==> config.mk <==
export PLATFORM = sky130hd
export DESIGN_NAME = dram_bridge
export DESIGN_NICKNAME = d
export VERILOG_FILES = /design/src/dram_pkg.sv /design/src/wdf_packer.sv /design/src/cmd_sequencer.sv /design/src/rd_lane_select.sv /design/src/dram_bridge.sv
export SDC_FILE = /design/constraint.sdc
export NUM_CORES = 1
export LEC_CHECK = 0
export ABC_AREA = 1
export BUFFER_PORTS_ARGS = -buffer_cell sky130_fd_sc_hd__buf_2
export CAP_MARGIN = 15
export CORE_AREA = 8 8 181 183
export CTS_BUF_LIST = sky130_fd_sc_hd__clkbuf_4 sky130_fd_sc_hd__clkbuf_8
export DETAILED_ROUTE_END_ITERATION = 10
export DIE_AREA = 0 0 189 191
export PLACE_DENSITY = 0.73
export SETUP_SLACK_MARGIN = 0.4
export SYNTH_ARGS = -nofsm -noshare
export SYNTH_HDL_FRONTEND = slang
export SYNTH_SLANG_ARGS = --single-unit
export TNS_END_PERCENT = 1
==> constraint.sdc <==
create_clock -name app_ui_clk -period 5.6 [get_ports app_ui_clk]
set_input_delay 1.12 -clock app_ui_clk [delete_from_list [all_inputs] [get_ports app_ui_clk]]
set_output_delay 1.12 -clock app_ui_clk [all_outputs]
set_load 0.03 [all_outputs]
==> src/dram_pkg.sv <==
package dram_pkg;

  localparam int UI_ADDR_W = 27; // address width of the controller user interface.

  localparam logic [2:0] CMD_WRITE = 3'b000;
  localparam logic [2:0] CMD_READ  = 3'b001;

  // request from the CPU memory port.
  typedef struct packed {
    logic        mem_valid;
    logic        mem_instr;
    logic [1:0]  mem_mode;
    logic [31:0] mem_addr;
    logic [63:0] mem_wdata;
    logic [7:0]  mem_wstrb;
  } mem_req_t;

  typedef struct packed {
    logic [63:0] mem_rdata;
    logic        mem_ready;
    logic        mem_error;
  } mem_resp_t;

  // bridge outputs toward the DDR2 controller.
  typedef struct packed {
    logic [UI_ADDR_W-1:0] app_addr;
    logic [2:0]           app_cmd;
    logic                 app_en;
    logic [127:0]         app_wdf_data;
    logic                 app_wdf_end;
    logic [15:0]          app_wdf_mask; // a set bit leaves the byte unwritten.
    logic                 app_wdf_wren;
  } ui_cmd_t;

  typedef struct packed {
    logic         app_rdy;
    logic         app_wdf_rdy;
    logic [127:0] app_rd_data;
    logic         app_rd_data_valid;
    logic         app_rd_data_end;
  } ui_rsp_t;

  // formatted request handed from the packer to the sequencer.
  typedef struct packed {
    logic [UI_ADDR_W-1:0] line_addr;
    logic [127:0]         data;
    logic [15:0]          mask;
    logic                 is_write;
    logic                 lane; // selects the upper 64-bit half when set.
  } wr_line_t;

  typedef enum logic [2:0] {
    st_idle,
    st_preset,
    st_send_data,
    st_set_cmd_wr,
    st_set_cmd_rd,
    st_recv_data
  } seq_state_t;

endpackage

==> src/wdf_packer.sv <==
`timescale 1ns/1ns

module wdf_packer
  import dram_pkg::*;
#(
  parameter int APP_ADDR_W = 27
) (
  input  logic     app_ui_clk,
  input  logic     app_ui_rst,
  input  mem_req_t mem_in,
  input  logic     accept,
  output wr_line_t line
);

  logic [APP_ADDR_W-1:0] addr_nxt;
  logic [15:0]           mask_nxt;
  logic                  lane_nxt;

  assign lane_nxt = mem_in.mem_addr[3];

  // lines are 16 bytes wide, so the low nibble of the line address is zero.
  assign addr_nxt = {mem_in.mem_addr[APP_ADDR_W-1:4], 4'b0000};

  always_comb begin
    mask_nxt = 16'hffff;
    if (lane_nxt) begin
      mask_nxt[15:8] = ~mem_in.mem_wstrb;
    end else begin
      mask_nxt[7:0] = ~mem_in.mem_wstrb;
    end
  end

  always_ff @(posedge app_ui_clk) begin
    if (accept) begin
      line.line_addr <= UI_ADDR_W'(addr_nxt);
      line.data      <= {mem_in.mem_wdata, mem_in.mem_wdata}; // same word in both halves.
      line.mask      <= mask_nxt;
    end
    if (app_ui_rst) begin
      line.is_write <= 1'b0;
      line.lane     <= 1'b0;
    end else if (accept) begin
      line.is_write <= |mem_in.mem_wstrb; // an empty strobe marks a read.
      line.lane     <= lane_nxt;
    end
  end

endmodule

==> src/cmd_sequencer.sv <==
`timescale 1ns/1ns

module cmd_sequencer
  import dram_pkg::*;
#(
  parameter int APP_ADDR_W = 27
) (
  input  logic     app_ui_clk,
  input  logic     app_ui_rst,
  input  logic     mem_valid,
  input  logic     calib_complete,
  input  wr_line_t line,
  input  ui_rsp_t  ui_in,
  output ui_cmd_t  ui_out,
  output logic     accept,
  output logic     done
);

  // clears address bits beyond the range of the attached device.
  localparam logic [UI_ADDR_W-1:0] ADDR_MASK = UI_ADDR_W'((64'd1 << APP_ADDR_W) - 64'd1);

  seq_state_t state;
  seq_state_t state_nxt;
  logic       resp_hold;
  logic       done_nxt;

  // the CPU still holds mem_valid while the response is on its way,
  // so a new request waits until done and the following cycle are past.
  assign accept = (state == st_idle) && mem_valid && calib_complete &&
                  !done && !resp_hold;

  always_comb begin
    state_nxt = state;
    unique case (state)
      st_idle: begin
        if (accept) begin
          state_nxt = st_preset;
        end
      end
      st_preset: begin
        if (line.is_write) begin
          state_nxt = st_send_data;
        end else begin
          state_nxt = st_set_cmd_rd;
        end
      end
      st_send_data: begin
        if (ui_in.app_wdf_rdy) begin
          state_nxt = st_set_cmd_wr;
        end
      end
      st_set_cmd_wr: begin
        if (ui_in.app_rdy) begin
          state_nxt = st_idle;
        end
      end
      st_set_cmd_rd: begin
        if (ui_in.app_rdy) begin
          state_nxt = st_recv_data;
        end
      end
      st_recv_data: begin
        if (ui_in.app_rd_data_valid) begin
          state_nxt = st_idle;
        end
      end
      default: begin
        state_nxt = st_idle;
      end
    endcase
  end

  assign done_nxt = ((state == st_set_cmd_wr) && ui_in.app_rdy) ||
                    ((state == st_recv_data) && ui_in.app_rd_data_valid);

  always_ff @(posedge app_ui_clk) begin
    if (state == st_preset) begin
      ui_out.app_addr     <= line.line_addr & ADDR_MASK;
      ui_out.app_wdf_data <= line.data;
      ui_out.app_wdf_mask <= line.mask;
    end
    if (app_ui_rst) begin
      state               <= st_idle;
      ui_out.app_en       <= 1'b0;
      ui_out.app_cmd      <= CMD_WRITE;
      ui_out.app_wdf_wren <= 1'b0;
      ui_out.app_wdf_end  <= 1'b0;
      done                <= 1'b0;
      resp_hold           <= 1'b0;
    end else begin
      state               <= state_nxt;
      ui_out.app_wdf_wren <= (state_nxt == st_send_data);
      ui_out.app_wdf_end  <= (state_nxt == st_send_data); // one beat per line.
      ui_out.app_en       <= (state_nxt == st_set_cmd_wr) || (state_nxt == st_set_cmd_rd);
      ui_out.app_cmd      <= (state_nxt == st_set_cmd_rd) ? CMD_READ : CMD_WRITE;
      done                <= done_nxt;
      resp_hold           <= done;
    end
  end

endmodule

==> src/rd_lane_select.sv <==
`timescale 1ns/1ns

module rd_lane_select
  import dram_pkg::*;
(
  input  logic         app_ui_clk,
  input  logic         app_ui_rst,
  input  logic         done,
  input  logic         lane,
  input  logic         rd_valid,
  input  logic [127:0] rd_line,
  output mem_resp_t    mem_out
);

  logic [127:0] rd_line_q;
  logic [63:0]  rd_word;

  always_ff @(posedge app_ui_clk) begin
    if (rd_valid) begin
      rd_line_q <= rd_line; // kept until the next read returns.
    end
  end

  always_comb begin
    if (lane) begin
      rd_word = rd_line_q[127:64];
    end else begin
      rd_word = rd_line_q[63:0];
    end
  end

  // a write completion also returns the stale line half, so clear it unless done.
  always_ff @(posedge app_ui_clk) begin
    if (app_ui_rst) begin
      mem_out <= '0;
    end else begin
      mem_out.mem_ready <= done;
      mem_out.mem_rdata <= done ? rd_word : 64'd0;
      mem_out.mem_error <= 1'b0; // the controller reports no errors.
    end
  end

endmodule

==> src/dram_bridge.sv <==
`timescale 1ns/1ns

module dram_bridge
  import dram_pkg::*;
#(
  parameter int APP_ADDR_W = 27
) (
  input  logic      app_ui_clk,
  input  logic      app_ui_rst,
  input  logic      calib_complete,
  input  mem_req_t  mem_in,
  input  ui_rsp_t   ui_in,
  output mem_resp_t mem_out,
  output ui_cmd_t   ui_out
);

  wr_line_t line;
  logic     accept;
  logic     done;

  wdf_packer #(
    .APP_ADDR_W (APP_ADDR_W)
  ) u_wdf_packer (
    .app_ui_clk (app_ui_clk),
    .app_ui_rst (app_ui_rst),
    .mem_in     (mem_in),
    .accept     (accept),
    .line       (line)
  );

  cmd_sequencer #(
    .APP_ADDR_W (APP_ADDR_W)
  ) u_cmd_sequencer (
    .app_ui_clk     (app_ui_clk),
    .app_ui_rst     (app_ui_rst),
    .mem_valid      (mem_in.mem_valid),
    .calib_complete (calib_complete),
    .line           (line),
    .ui_in          (ui_in),
    .ui_out         (ui_out),
    .accept         (accept),
    .done           (done)
  );

  rd_lane_select u_rd_lane_select (
    .app_ui_clk (app_ui_clk),
    .app_ui_rst (app_ui_rst),
    .done       (done),
    .lane       (line.lane),
    .rd_valid   (ui_in.app_rd_data_valid),
    .rd_line    (ui_in.app_rd_data),
    .mem_out    (mem_out)
  );

endmodule

After elaboration in Yosys (flattened, before gate mapping):

Cells that the tools add are included.

* bits in registers: 538
* latch bits: 0
* bits in writable memories: 0
* ROM bits: 0
* output and inout bits: 243
* memories kept: 0

* $add $sub $neg: 0
* multiply operators: 0
* divide/modulo/power cells: 0
* $lt $le $gt $ge: 0
* equality and inequality tests: 8
* shift operators: 0
* mux-type cells: 9
* bitwise operators: 2
* reduce and logical (&&, ||, !) cells: 13

Operator list (count)
* $mux W64: 1
* $mux W3: 6
* $pmux W3 S6: 1
* $eq A3 B2 Y1 const B: 4
* $eq A3 B3 Y1 const B: 3
* $not A8 Y8: 1
* $reduce_or A8 Y1: 1
* $logic_and A1 B1 Y1: 6
* $eq A3 B1 Y1 const B: 1
* $logic_not A3 Y1: 1
* $logic_not A1 Y1: 2
* $logic_or A1 B1 Y1: 2
* $reduce_or A2 Y1: 1
* $mux W1: 1
* $not A1 Y1: 1

Logic depth before layout (Yosys ltp):

Gate-level depths: netlist (run 1).

* depth after elaboration: 9
* gate-level depth with buffers: 8

Modules after synthesis:

From an unflattened synthesis (run 1), not the netlist that was laid out.

* cell total of the unflattened synthesis: 848
* area total of the unflattened synthesis: 15579.9 um^2

Modules (own cells, without submodules)
* rd_lane_select: instances 1, cells an instance 411, area each 6232.2 um^2, seq. area each 5144.9 um^2
* cmd_sequencer: instances 1, cells an instance 232, area each 5562.8 um^2, seq. area each 5295.1 um^2
* wdf_packer: instances 1, cells an instance 205, area each 3784.9 um^2, seq. area each 3133.0 um^2

Worst setup path before layout (run 1):

No wires, ideal clock.

* path type: reg-to-reg
* start: register u_cmd_sequencer.state[0]
* end: register u_cmd_sequencer.ui_out[146] (netlist name)
* arrival time: 5.014 ns
* required time: 5.477 ns
* slack: 0.463 ns
* stages on the path, launching flop included: 6
* cells stage by stage: dfxtp_1 > inv_2 > nor3_2 > a21oi_2 > nand3_1 > nand2_1

* word-level cells in the longest chain between the ends: 9
* elaborated cells between the ends (all ways): 19

Ends and longest elaborated chain
* from (decl): RTL line cmd_sequencer.sv:22 `seq_state_t state;`
* from (signal assigned): RTL line cmd_sequencer.sv:83 `state <= st_idle;`
* from (signal assigned): RTL line cmd_sequencer.sv:91 `state <= state_nxt;`
* $logic_not A3 Y1: RTL line cmd_sequencer.sv:29, cmd_sequencer.sv:34
* $logic_and A1 B1 Y1 (3 in a row): RTL line cmd_sequencer.sv:29 `assign accept = (state == st_idle) && mem_valid && calib_complete &&`
* $logic_and A1 B1 Y1: RTL line cmd_sequencer.sv:30 `!done && !resp_hold;`
* $mux W3: RTL line cmd_sequencer.sv:36 `if (accept) begin`
* $pmux W3 S6 *: RTL line cmd_sequencer.sv:34 `unique case (state)`
* $eq A3 B2 Y1 / $eq A3 B3 Y1 (equally long branches): RTL line cmd_sequencer.sv:94 `ui_out.app_en <= (state_nxt == st_set_cmd_wr) || (state_nxt == st_set_cmd_rd);`
* $logic_or A1 B1 Y1 *: RTL line cmd_sequencer.sv:94

Mark *: on every way between the ends. The rest lies on a longest branch, timed or not.
A chain may end at the register's enable or synchronous reset.

Worst setup path in the final report (run 1):

* start: register u_cmd_sequencer.ui_out[114] (netlist name)
* end: output ui_out[114] (netlist name)

RTL lines
* to (decl): RTL line dram_bridge.sv:14 `output ui_cmd_t ui_out`

No word-level cell between the ends.

==> summary.txt, run 1 <==
Status -> finished, final reports clean
Sw Pwr -> 1.39 mW
Crit path setup slack, layout -> 3.14 ns
Non-filler cells, final -> 1660
Reported max-cap violation count -> 0
CP startpoint kind -> flip-flop
Die Wd -> 189 um
Synth cell types -> 23
Vias in the first global route -> 8160
Yosys reg bits -> 408
Max-slew headroom -> 0.401
Delay-heaviest family, CP -> flip-flops
Tot Pwr -> 6.32 mW
Gpl congestion -> 0.849
Sequential Power Share -> 0.556
Via count -> 7673
CTS root buf -> clkbuf_8
Drt pass-1 iters -> 5
Register Area -> 11500 um^2
# hold bufs at CTS -> 0
Post-synthesis sequential area ratio -> 0.866
Antenna-violating nets left -> 0
Peak VDD IR -> 247 uV
Final Max Slew Viols -> 0
GRT Resource Usage Total -> 0.171
Critical Path AT -> 1.34 ns
PortBufs -> 466
Setup WS pre-CTS -> 2.96 ns
CTS tree -> done
Max Freq -> 406 MHz
Most common cell after layout, fill and taps aside -> buf_2
Crit path buf inv count -> 1
Placed Cells -> 1548
Gates resized, CTS repair -> 0
EDFF count, synth -> 334
Vias per cell -> 4.62
CP Cell Sequence -> buf_2
Htree depth -> 2
Core ar. -> 30000 um^2
CTS max path bufs -> 3
Clk pwr share -> 0.376
Share of cells above drive strength 1 -> 0.464
Row cnt -> 64
I/O pin total -> 486
CP max stage delay -> 0.52 ns
Power density over cell area -> 376 nW/um^2
Starting density of the core -> 0.443
Fin crit share -> 0.439
First-pass GRT wire length -> 47100 um
Largest net degree at the start of global routing -> 131
RSZ-0062 raised after global routing -> false
Die height -> 191 um
Nets -> 1458
Required @ worst endpoint -> 4.48 ns
Clock slew seen by the registers of the worst setup and hold paths -> 0.06 ns
Period minus WS final -> 2.46 ns
Fin Setup TNS -> 0 ns
Area Growth Syn to Fin -> 26.6%
Drt wl/cell -> 19.7 um
Filler cell count -> 2369
CP Class -> flip-flop to primary output
Starting DRT DRC Count -> 398
Area of the multi-input gates -> 1120 um^2
Leakage -> 6.96 nW
Worst-Margin Slew -> 0.898 ns
Post-CTS Setup Repair Bufs -> 0
Sw Ratio -> 0.219
CP endpoint kind -> primary output
Final WL -> 32700 um
Final Setup Violations -> 0
Async S/R FF share, synth -> 0
Most frequent cells in the layout -> buf_2, edfxtp_1, nand2_1, dfxtp_1
Post-DP HPWL -> 23500 um
Worst clock skew -> 0.0212 ns
Crit-path slowest cell -> edfxtp_1
Synthesized area per cell -> 17.3 um^2
Worst Hold Class -> flip-flop to flip-flop
Initial antenna violation count -> 2
Clock latency at the later pin of the worst-skew pair -> 0.57 ns
Internal -> 4.94 mW
Ys Warns -> 0
Num CTS Buffers -> 61
Die area -> 36100 um^2
Clock sinks -> 408
Comb power frac -> 0.067
Remaining Overflow, GRT -> 0
Synth Cell Area -> 13300 um^2
CP max FO -> 2
DR DRC count -> 0
Synth Instances -> 767
Final Hold Vio Count -> 0
Ys flop type -> edfxtp_1
## per-layer routing
layer  wire (um)  vias up  global-route usage
met5           8        -                   0
met4         721        2              0.0580
met3        3880       52              0.0731
met2       16400      420               0.300
met1       11700     3634               0.184
li1            -     3565                   -
## state kept, by name, summed over array words and instances (netlist names)
register,flops
u_cmd_sequencer.ui_out,106
u_wdf_packer.line,105
u_cmd_sequencer.done,1
u_cmd_sequencer.state,3
u_rd_lane_select.rd_line_q,128
u_rd_lane_select.mem_out,64
u_cmd_sequencer.resp_hold,1
## final cells by class
cell class                      count  area share
Clock buffer                       91      0.0655
Sequential cell                   408       0.684
Tap cell                          396      0.0294
Antenna cell                        2    0.000297
Clock inverter                     19     0.00788
Timing Repair Buffer              473       0.143
Inverter                           13     0.00290
Multi-Input combinational cell    258      0.0666
## stage by stage
stage                     area, um^2  hold slack (ns)  utilization
after floorplan                13300            0.400            -
after global placement         15600            0.400        0.519
after detailed placement       15600            0.405        0.519
after CTS                      16800            0.414        0.560
after global routing           16800            0.419        0.560
final                          16800            0.411        0.560
## worst reg2reg max path: stages (launching register included)
cell     delay [ns]
dfxtp_1        0.45
inv_2          0.08
nor3_4         0.10
buf_4          0.45
buf_4          0.75
## logic make-up after synthesis
group           after synthesis  synth area share
flops                       408             0.866
simple gates                181            0.0547
other cells                   1          0.000282
compound gates               70            0.0266
buf+inv                     107            0.0523
## path summary, 6_finish.rpt
| check | to | from | cells after the start | slack, ns |
|---|---|---|---|---|
| max | ui_out[114] | u_cmd_sequencer.ui_out[114] | 1 | 3.14 |
| min | u_cmd_sequencer.ui_out[171] | u_wdf_packer.line[167] | 0 | 0.41 |
| max reg2reg | u_cmd_sequencer.ui_out[90] | u_cmd_sequencer.state[0] | 4 | 3.29 |
| min reg2reg | u_cmd_sequencer.ui_out[171] | u_wdf_packer.line[167] | 0 | 0.41 |
## synthesized netlist by cell type, types with 2 or more instances
cell type / n / share of area
edfxtp_1: 334 / 0.75
nand2_1: 155 / 0.044
buf_4: 74 / 0.042
dfxtp_1: 74 / 0.11
a21oi_1: 67 / 0.025
buf_2: 13 / 0.0049
inv_1: 9 / 0.0025
nor2_1: 9 / 0.0025
clkbuf_1: 7 / 0.0020
nand3_1: 5 / 0.0019
nand4_1: 4 / 0.0019
inv_2: 3 / 0.00085
nor2_2: 2 / 0.00094
o21ai_1: 2 / 0.00075
## power by group through the flow
stage               combinational [mW]  sequential [mW]  clock, mW
floorplan                        0.180             3.65          0
global placement                 0.422             3.57          0
detailed placement               0.430             3.58          0
CTS                              0.433             3.52       2.45
global route                     0.459             3.53       2.57
finish                           0.426             3.52       2.38
(Power assumes the default switching activity.)
==> run 2: changes to the inputs <==
--- a/config.mk
+++ b/config.mk
@@ -5,13 +5,13 @@
 export SDC_FILE = /design/constraint.sdc
 export NUM_CORES = 1
 export LEC_CHECK = 0
-export ABC_AREA = 1
+export ABC_AREA = 0
 export BUFFER_PORTS_ARGS = -buffer_cell sky130_fd_sc_hd__buf_2
 export CAP_MARGIN = 15
-export CORE_AREA = 8 8 181 183
+export CORE_AREA = 8 8 185 187
 export CTS_BUF_LIST = sky130_fd_sc_hd__clkbuf_4 sky130_fd_sc_hd__clkbuf_8
 export DETAILED_ROUTE_END_ITERATION = 10
-export DIE_AREA = 0 0 189 191
+export DIE_AREA = 0 0 193 195
 export PLACE_DENSITY = 0.73
 export SETUP_SLACK_MARGIN = 0.4
 export SYNTH_ARGS = -nofsm -noshare
==> constraint.sdc (replaced) <==
create_clock -name app_ui_clk -period 2.2 [get_ports app_ui_clk]
set_input_delay 0.44 -clock app_ui_clk [delete_from_list [all_inputs] [get_ports app_ui_clk]]
set_output_delay 0.44 -clock app_ui_clk [all_outputs]
set_load 0.03 [all_outputs]
==> run 2 against run 1 <==
  * Sequential cell count stayed put
  * Clock skew is 0.011 ns higher
  * Clock power is 140% higher
  * Synthesized cell count is 11% lower
  * Sequential share of layout area is 3.1 points lower
  * Final area is 4.8% higher
  * Final cell count is 0.12% higher
  * Critical path depth is 1 higher
==> summary.txt, run 2 <==
Status -> finished, final reports clean
Non-filler cells, final -> 1662 (+0.12%)
Largest Register -> u_rd_lane_select.rd_line_q
Die height -> 195 um (+2.1%)
Yosys reg bits -> 408 (unchanged)
I/O pin total -> 486 (unchanged)
Most common cell in the synthesized netlist -> edfxtp_1
CTS max path bufs -> 3 (unchanged)
GRT Resource Usage Total -> 0.170 (-0.000884)
Drt wl/cell -> 20.8 um (+5.7%)
Synth cell types -> 28 (+22%)
Reg2Reg Capture Point -> u_cmd_sequencer.ui_out[120]
Max-slew headroom -> 0.653 (+0.251)
CTS root buf -> clkbuf_8
Most common cell after layout, fill and taps aside -> buf_2
Remaining Overflow, GRT -> 0 (unchanged)
Initial antenna violation count -> 9 (+7)
Max layer used -> met5
Final WL -> 34600 um (+5.8%)
Area Growth Syn to Fin -> 32.2%
WL met3 -> 4660 um (+20%)
Antenna-violating nets left -> 0 (unchanged)
CP Cell Sequence -> buf_4, buf_2
Row cnt -> 65 (+1.6%)
Peak VDD IR -> 686 uV (+180%)
Reg2reg path depth -> 2 (-2)
Htree depth -> 2 (unchanged)
Area after DPL -> 15900 um^2 (+1.7%)
Gpl congestion -> 0.784 (-7.6%)
Worst-Margin Slew -> 0.521 ns (-0.377 ns)
Max Freq -> 578 MHz
Reported max-cap violation count -> 0 (unchanged)
Placed Cells -> 1489 (-3.8%)
Post-synth top area cell -> edfxtp_1
Largest net degree at the start of global routing -> 64 (-51%)
PortBufs -> 466 (unchanged)
Top cell type's share of synthesized area -> 0.752 (-0.00262)
Share of cells above drive strength 1 -> 0.479 (+0.0150)
Commonest cells post-synth -> edfxtp_1, dfxtp_1, buf_4
Synthesized area per cell -> 19.6 um^2 (+13%)
Synth Cell Area -> 13300 um^2 (+0.35%)
Final Max Slew Viols -> 0 (unchanged)
Power density over cell area -> 904 nW/um^2 (+140%)
Worst hold slack -> 0.0292 ns (-0.381 ns)
Post-DP HPWL -> 24600 um (+5.0%)
Worst clock skew -> 0.0323 ns (+0.0112 ns)
Period minus WS final -> 1.73 ns
Starting density of the core -> 0.427 (-0.0155)
Clock sinks -> 408 (unchanged)
CP max FO -> 2 (unchanged)
Synth Instances -> 682 (-11%)
Drt pass-1 iters -> 5 (unchanged)
CP max stage delay -> 0.37 ns (-0.15 ns)
CP startpoint kind -> flip-flop
Final Hold Vio Count -> 0 (unchanged)
Worst Hold Class -> primary input to flip-flop
CTS tree -> done
Die Wd -> 193 um (+2.1%)
Clock latency at the later pin of the worst-skew pair -> 0.58 ns (about the same)
RSZ-0062 raised after global routing -> true
Async S/R FF share, synth -> 0 (unchanged)
Critical Path AT -> 1.29 ns (-0.05 ns)
Top Registers -> u_rd_lane_select.rd_line_q (128), u_cmd_sequencer.ui_out (106), u_wdf_packer.line (105)
DR DRC count -> 0 (unchanged)
Die area -> 37600 um^2 (+4.3%)
Starting DRT DRC Count -> 391 (-1.8%)
Most frequent cells in the layout -> buf_2, edfxtp_1, nor2_1, dfxtp_1, mux2i_1
Worst setup path start -> u_cmd_sequencer.ui_out[114]
Ys Warns -> 0 (unchanged)
CP Class -> flip-flop to primary output
Core ar. -> 31200 um^2 (+4.0%)
Leakage -> 7.12 nW (+2.3%)
Met2 Wirelength -> 17400 um (+5.8%)
Vias per cell -> 4.52 (-2.2%)
R2R Setup Slk -> 0.51 ns (-2.78 ns)
Num CTS Buffers -> 60 (-1.6%)
Fin crit share -> 0.786
Largest register FFs -> 128 (unchanged)
CP endpoint kind -> primary output
Post-synthesis sequential area ratio -> 0.863 (-0.00301)
EDFF count, synth -> 334 (unchanged)
Critical R2R Launch -> u_cmd_sequencer.state[0]
Worst setup endpoint -> ui_out[114]
First-pass GRT wire length -> 48300 um (+2.7%)
Ys flop type -> edfxtp_1
Final Setup Violations -> 0 (unchanged)
Required @ worst endpoint -> 1.76 ns (-2.72 ns)
Nets -> 1451 (-0.48%)
M1 WL -> 11900 um (+1.6%)
Via count -> 7517 (-2.0%)
Synth area leaders -> edfxtp_1, dfxtp_1, mux2i_1, buf_4, nor2_1
Vias in the first global route -> 8022 (-1.7%)
Crit-path slowest cell -> edfxtp_1
Clock slew seen by the registers of the worst setup and hold paths -> 0.07 ns (about the same)
Finished Cell Area -> 17600 um^2 (+4.8%)
run 2: cell types whose count changed in the layout (fill, tap and decap cells not counted), sizes merged, moves of 3 or more:
cell	before	now
nand2b	0	11
nor2	12	72
dlygate4sd3	0	58
nand4	4	0
nor4	0	3
mux2i	0	66
nand2	156	10
inv	12	3
buf	473	489
nand3	6	1
a21oi	68	3
clkinvlp	0	3
run 2: worst min-delay path by stage:
| stage | start | to | slack (ns) | cells past startpoint |
|---|---|---|---|---|
| finish | ui_in[89] | u_rd_lane_select.rd_line_q[87] | 0.03 | 1 |
| global route | ui_in[85] | u_rd_lane_select.rd_line_q[83] | -0.005 | 1 |
| CTS | ui_in[71] | u_rd_lane_select.rd_line_q[69] | 0.0005 | 1 |
| detailed placement | u_wdf_packer.line[106] | u_cmd_sequencer.ui_out[106] | 0.40 | 0 |
| global placement | u_wdf_packer.line[108] | u_cmd_sequencer.ui_out[108] | 0.40 | 0 |
| floorplan | u_wdf_packer.line[100] | u_cmd_sequencer.ui_out[100] | 0.40 | 0 |
run 2: metrics by stage:
stage | TNS, ns | utilization | setup slack [ns] | total power, mW
after floorplan | -336.05 | - | -2.07 | 9.72
after global placement | 0 | 0.508 | 0.512 | 10.2
after detailed placement | 0 | 0.508 | 0.513 | 10.2
after CTS | 0 | 0.560 | 0.427 | 16.1
after global routing | 0 | 0.564 | 0.398 | 16.5
final | 0 | 0.565 | 0.470 | 15.9
run 2: final cells by class:
class | count | area (um^2)
multi-input combinational | 188 | 1240
fill | 2404 | 13600
sequential | 408 | 11500
clock buffer | 89 | 1060
antenna | 4 | 10.0
tap | 402 | 503
clock inverter | 21 | 106
inverter | 3 | 11.3
timing repair buffer | 547 | 3180
run 2: power breakdown:
part	internal (mW)	leakage, nW	total [mW]	switching [mW]
Sequential	8.82	3.74	8.96	0.145
Clock	3.09	0.625	5.82	2.72
Combinational	0.443	2.75	1.16	0.722
Total	12.4	7.12	15.9	3.59
run 2: timing repair:
item,CTS,global route
gates resized for setup,0,2
hold buffers,44,14
setup buffers,1,0
setup endpoints to repair,2,2
pin swaps,0,0
endpoints found under the hold margin,44,14
run 2: worst max-delay path, delay by kind of cell (launching register included):
kind / cells / cell delay [ns]
DFF: 1 / 0.37
buffers and inverters: 2 / 0.36
run 2: cell families (layout without fill, tap and decap cells):
logic type	count (synthesis)	count (layout)	synth area share
buf+inv	92	660	0.0477
other cells	1	11	0.000281
mux	66	66	0.0495
simple gates	107	107	0.0355
flops	408	408	0.863
compound gates	8	8	0.00394
run 2: metal layers:
| layer | up-vias | GRT usage |
|---|---|---|
| met1 | 3527 | 0.178 |
| li1 | 3493 | - |
| met3 | 60 | 0.0813 |
| met5 | - | 0 |
| met4 | 6 | 0.0453 |
| met2 | 431 | 0.301 |
==> run 3: changes to the inputs <==
--- a/config.mk
+++ b/config.mk
@@ -8,10 +8,10 @@
 export ABC_AREA = 0
 export BUFFER_PORTS_ARGS = -buffer_cell sky130_fd_sc_hd__buf_2
 export CAP_MARGIN = 15
-export CORE_AREA = 8 8 185 187
+export CORE_AREA = 8 8 181 183
 export CTS_BUF_LIST = sky130_fd_sc_hd__clkbuf_4 sky130_fd_sc_hd__clkbuf_8
 export DETAILED_ROUTE_END_ITERATION = 10
-export DIE_AREA = 0 0 193 195
+export DIE_AREA = 0 0 189 191
 export PLACE_DENSITY = 0.73
 export SETUP_SLACK_MARGIN = 0.4
 export SYNTH_ARGS = -nofsm -noshare
==> constraint.sdc (replaced) <==
create_clock -name app_ui_clk -period 1.65 [get_ports app_ui_clk]
set_input_delay 0.33 -clock app_ui_clk [delete_from_list [all_inputs] [get_ports app_ui_clk]]
set_output_delay 0.33 -clock app_ui_clk [all_outputs]
set_load 0.03 [all_outputs]
==> run 3 against run 2 <==
  * The flow now finishes with violations (setup timing)
  * Die area decreased by 4.1%
  * Final cell count increased by 9.9%
  * Final area is 20% higher
  * Wire length is 30% higher
  * Total power rose by 44%
  * Core utilization up 14 points
  * Global-route usage is 3.8 points higher
  * Clock power rose by 48%
  * First-iteration DRC count grew 50%
  * Hold slack improved by 0.013 ns
  * Sequential share of layout area down 10 points
==> summary.txt, run 3 (synthesis results as in run 2) <==
Status -> complete, but fails checks
Violated checks -> setup timing
CTS tree -> done
Worst clock skew -> 0.0281 ns (-0.00424 ns)
Placed Cells -> 1487 (-0.13%)
Worst-Margin Slew -> 0.506 ns (-0.0151 ns)
Worst Hold Class -> primary input to flip-flop
R2R Setup Slk -> 0.11 ns (-0.40 ns)
Num CTS Buffers -> 60 (unchanged)
Most frequent cells in the layout -> edfxtp_1, buf_6, buf_2, dlygate4sd3_1, nor2_1
Reg2Reg Capture Point -> u_wdf_packer.line[130]
Drt wl/cell -> 24.7 um (+19%)
GRT Resource Usage Total -> 0.208 (+0.0378)
Initial antenna violation count -> 1 (-8)
Top Registers -> u_rd_lane_select.rd_line_q (128), u_cmd_sequencer.ui_out (106), u_wdf_packer.line (105)
I/O pin total -> 486 (unchanged)
Clock latency at the later pin of the worst-skew pair -> 0.59 ns (about the same)
Area Growth Syn to Fin -> 58.0%
Starting density of the core -> 0.444 (+0.0171)
Power density over cell area -> 1090 nW/um^2 (+20%)
DR DRC count -> 0 (unchanged)
CTS max path bufs -> 3 (unchanged)
Clock sinks -> 408 (unchanged)
Non-filler cells, final -> 1826 (+9.9%)
Antenna-violating nets left -> 0 (unchanged)
Critical R2R Launch -> u_cmd_sequencer.state[1]
Vias per cell -> 4.87 (+7.8%)
Fin crit share -> 1.01
Final Hold Vio Count -> 0 (unchanged)
Largest register FFs -> 128 (unchanged)
Reported max-cap violation count -> 0 (unchanged)
Peak VDD IR -> 874 uV (+27%)
PortBufs -> 466 (unchanged)
CTS root buf -> clkbuf_8
Gpl congestion -> 0.846 (+7.9%)
Clock slew seen by the registers of the worst setup and hold paths -> 0.06 ns (about the same)
CP Class -> flip-flop to primary output
First-pass GRT wire length -> 57400 um (+19%)
Most common cell after layout, fill and taps aside -> edfxtp_1
Die height -> 191 um (-2.1%)
Tot Pwr -> 22.9 mW (+44%)
Fin Setup TNS -> -0.0210 ns (-0.0210 ns)
RSZ-0062 raised after global routing -> true
Finished Cell Area -> 21100 um^2 (+20%)
Top cell by count, worst path -> buf_6
Worst hold slack -> 0.0422 ns (+0.0130 ns)
Largest net degree at the start of global routing -> 88 (+38%)
Final Max Slew Viols -> 0 (unchanged)
Critical Path AT -> 1.33 ns (+0.04 ns)
Required @ worst endpoint -> 1.32 ns (-0.44 ns)
Largest Register -> u_rd_lane_select.rd_line_q
Reg2reg path depth -> 5 (+3)
Die Wd -> 189 um (-2.1%)
Drt pass-1 iters -> 5 (unchanged)
Vias in the first global route -> 9406 (+17%)
Row cnt -> 64 (-1.5%)
Core ar. -> 30000 um^2 (-3.8%)
Final Setup Violations -> 2 (+2)
Remaining Overflow, GRT -> 0 (unchanged)
Period minus WS final -> 1.66 ns
Starting DRT DRC Count -> 586 (+50%)
Worst setup endpoint -> ui_out[140]
Die area -> 36100 um^2 (-4.1%)
Via count -> 8901 (+18%)
Nets -> 1622 (+12%)
Area after DPL -> 15900 um^2 (+0.46%)
CP max FO -> 2 (unchanged)
Max-slew headroom -> 0.663 (+0.0101)
CP startpoint kind -> flip-flop
Htree depth -> 2 (unchanged)
Max Freq -> 601 MHz
Finished Core Util -> 0.702 (+0.137)
Post-DP HPWL -> 24400 um (-1.1%)
Leakage -> 8.37 nW (+18%)
Final WL -> 45100 um (+30%)
CP Cell Sequence -> buf_6, buf_6
Worst setup path start -> u_cmd_sequencer.ui_out[140]
Setup WS pre-CTS -> 0.0895 ns (-0.424 ns)
Share of cells above drive strength 1 -> 0.482 (+0.00365)
Crit-path slowest cell -> edfxtp_1
Crit path setup slack, layout -> -0.0147 ns (-0.485 ns)
CP endpoint kind -> primary output
CP max stage delay -> 0.45 ns (+0.08 ns)
-- run 3: cell count changes in the layout (fill, tap and decap cells not counted), moves of 13 or more --
cell / delta
clkbuf_4: +13
dfxtp_1: -67
dfxtp_2: +66
dlygate4sd3_1: +160
buf_6: +234
buf_2: -233
-- run 3: power breakdown --
| part | total (mW) | internal (mW) | switching (mW) |
|---|---|---|---|
| Combinational | 2.25 | 1.12 | 1.14 |
| Clock | 8.59 | 4.69 | 3.90 |
| Sequential | 12.0 | 11.8 | 0.290 |
-- run 3: critical path, delay by kind of cell, from the launching register on --
kind,cells,cell delay [ns]
buffers and inverters,2,0.30
DFF,1,0.45
-- run 3: area by class of cell --
class | instances | area [um^2]
fill | 1698 | 8960
tap | 396 | 495
clock inverter | 4 | 26.3
sequential | 408 | 11600
inverter | 3 | 11.3
multi-input combinational | 189 | 1250
timing repair buffer | 717 | 6440
antenna | 1 | 2.50
clock buffer | 108 | 1240
-- run 3: timing repair --
action                                 4_1_cts  5_1_grt
gates resized for setup                     10      770
gates cloned                                 0        2
setup endpoints to repair                  450      491
setup buffers                                2        4
endpoints found under the hold margin      220        0
pin swaps                                    0        0
hold buffers                               218        0
-- run 3: worst min-delay path by stage --
stage / slack [ns] / start / to / depth (start not counted)
final: 0.04 / mem_in[4] / u_wdf_packer.line[14] / 2
after detailed placement: 0.40 / u_wdf_packer.line[101] / u_cmd_sequencer.ui_out[101] / 0
after global routing: 0.01 / mem_in[5] / u_wdf_packer.line[15] / 2
after floorplan: 0.40 / u_wdf_packer.line[100] / u_cmd_sequencer.ui_out[100] / 0
after global placement: 0.40 / u_wdf_packer.line[136] / u_cmd_sequencer.ui_out[136] / 0
after CTS: 0.003 / mem_in[2] / u_wdf_packer.line[12] / 2
-- run 3: metal layers --
metal	track usage	vias up	share of wire
li1	-	3833	-
met1	0.237	4393	0.36
met2	0.368	616	0.51
met3	0.0679	59	0.11
met4	0.0652	0	0.024
met5	0	-	0
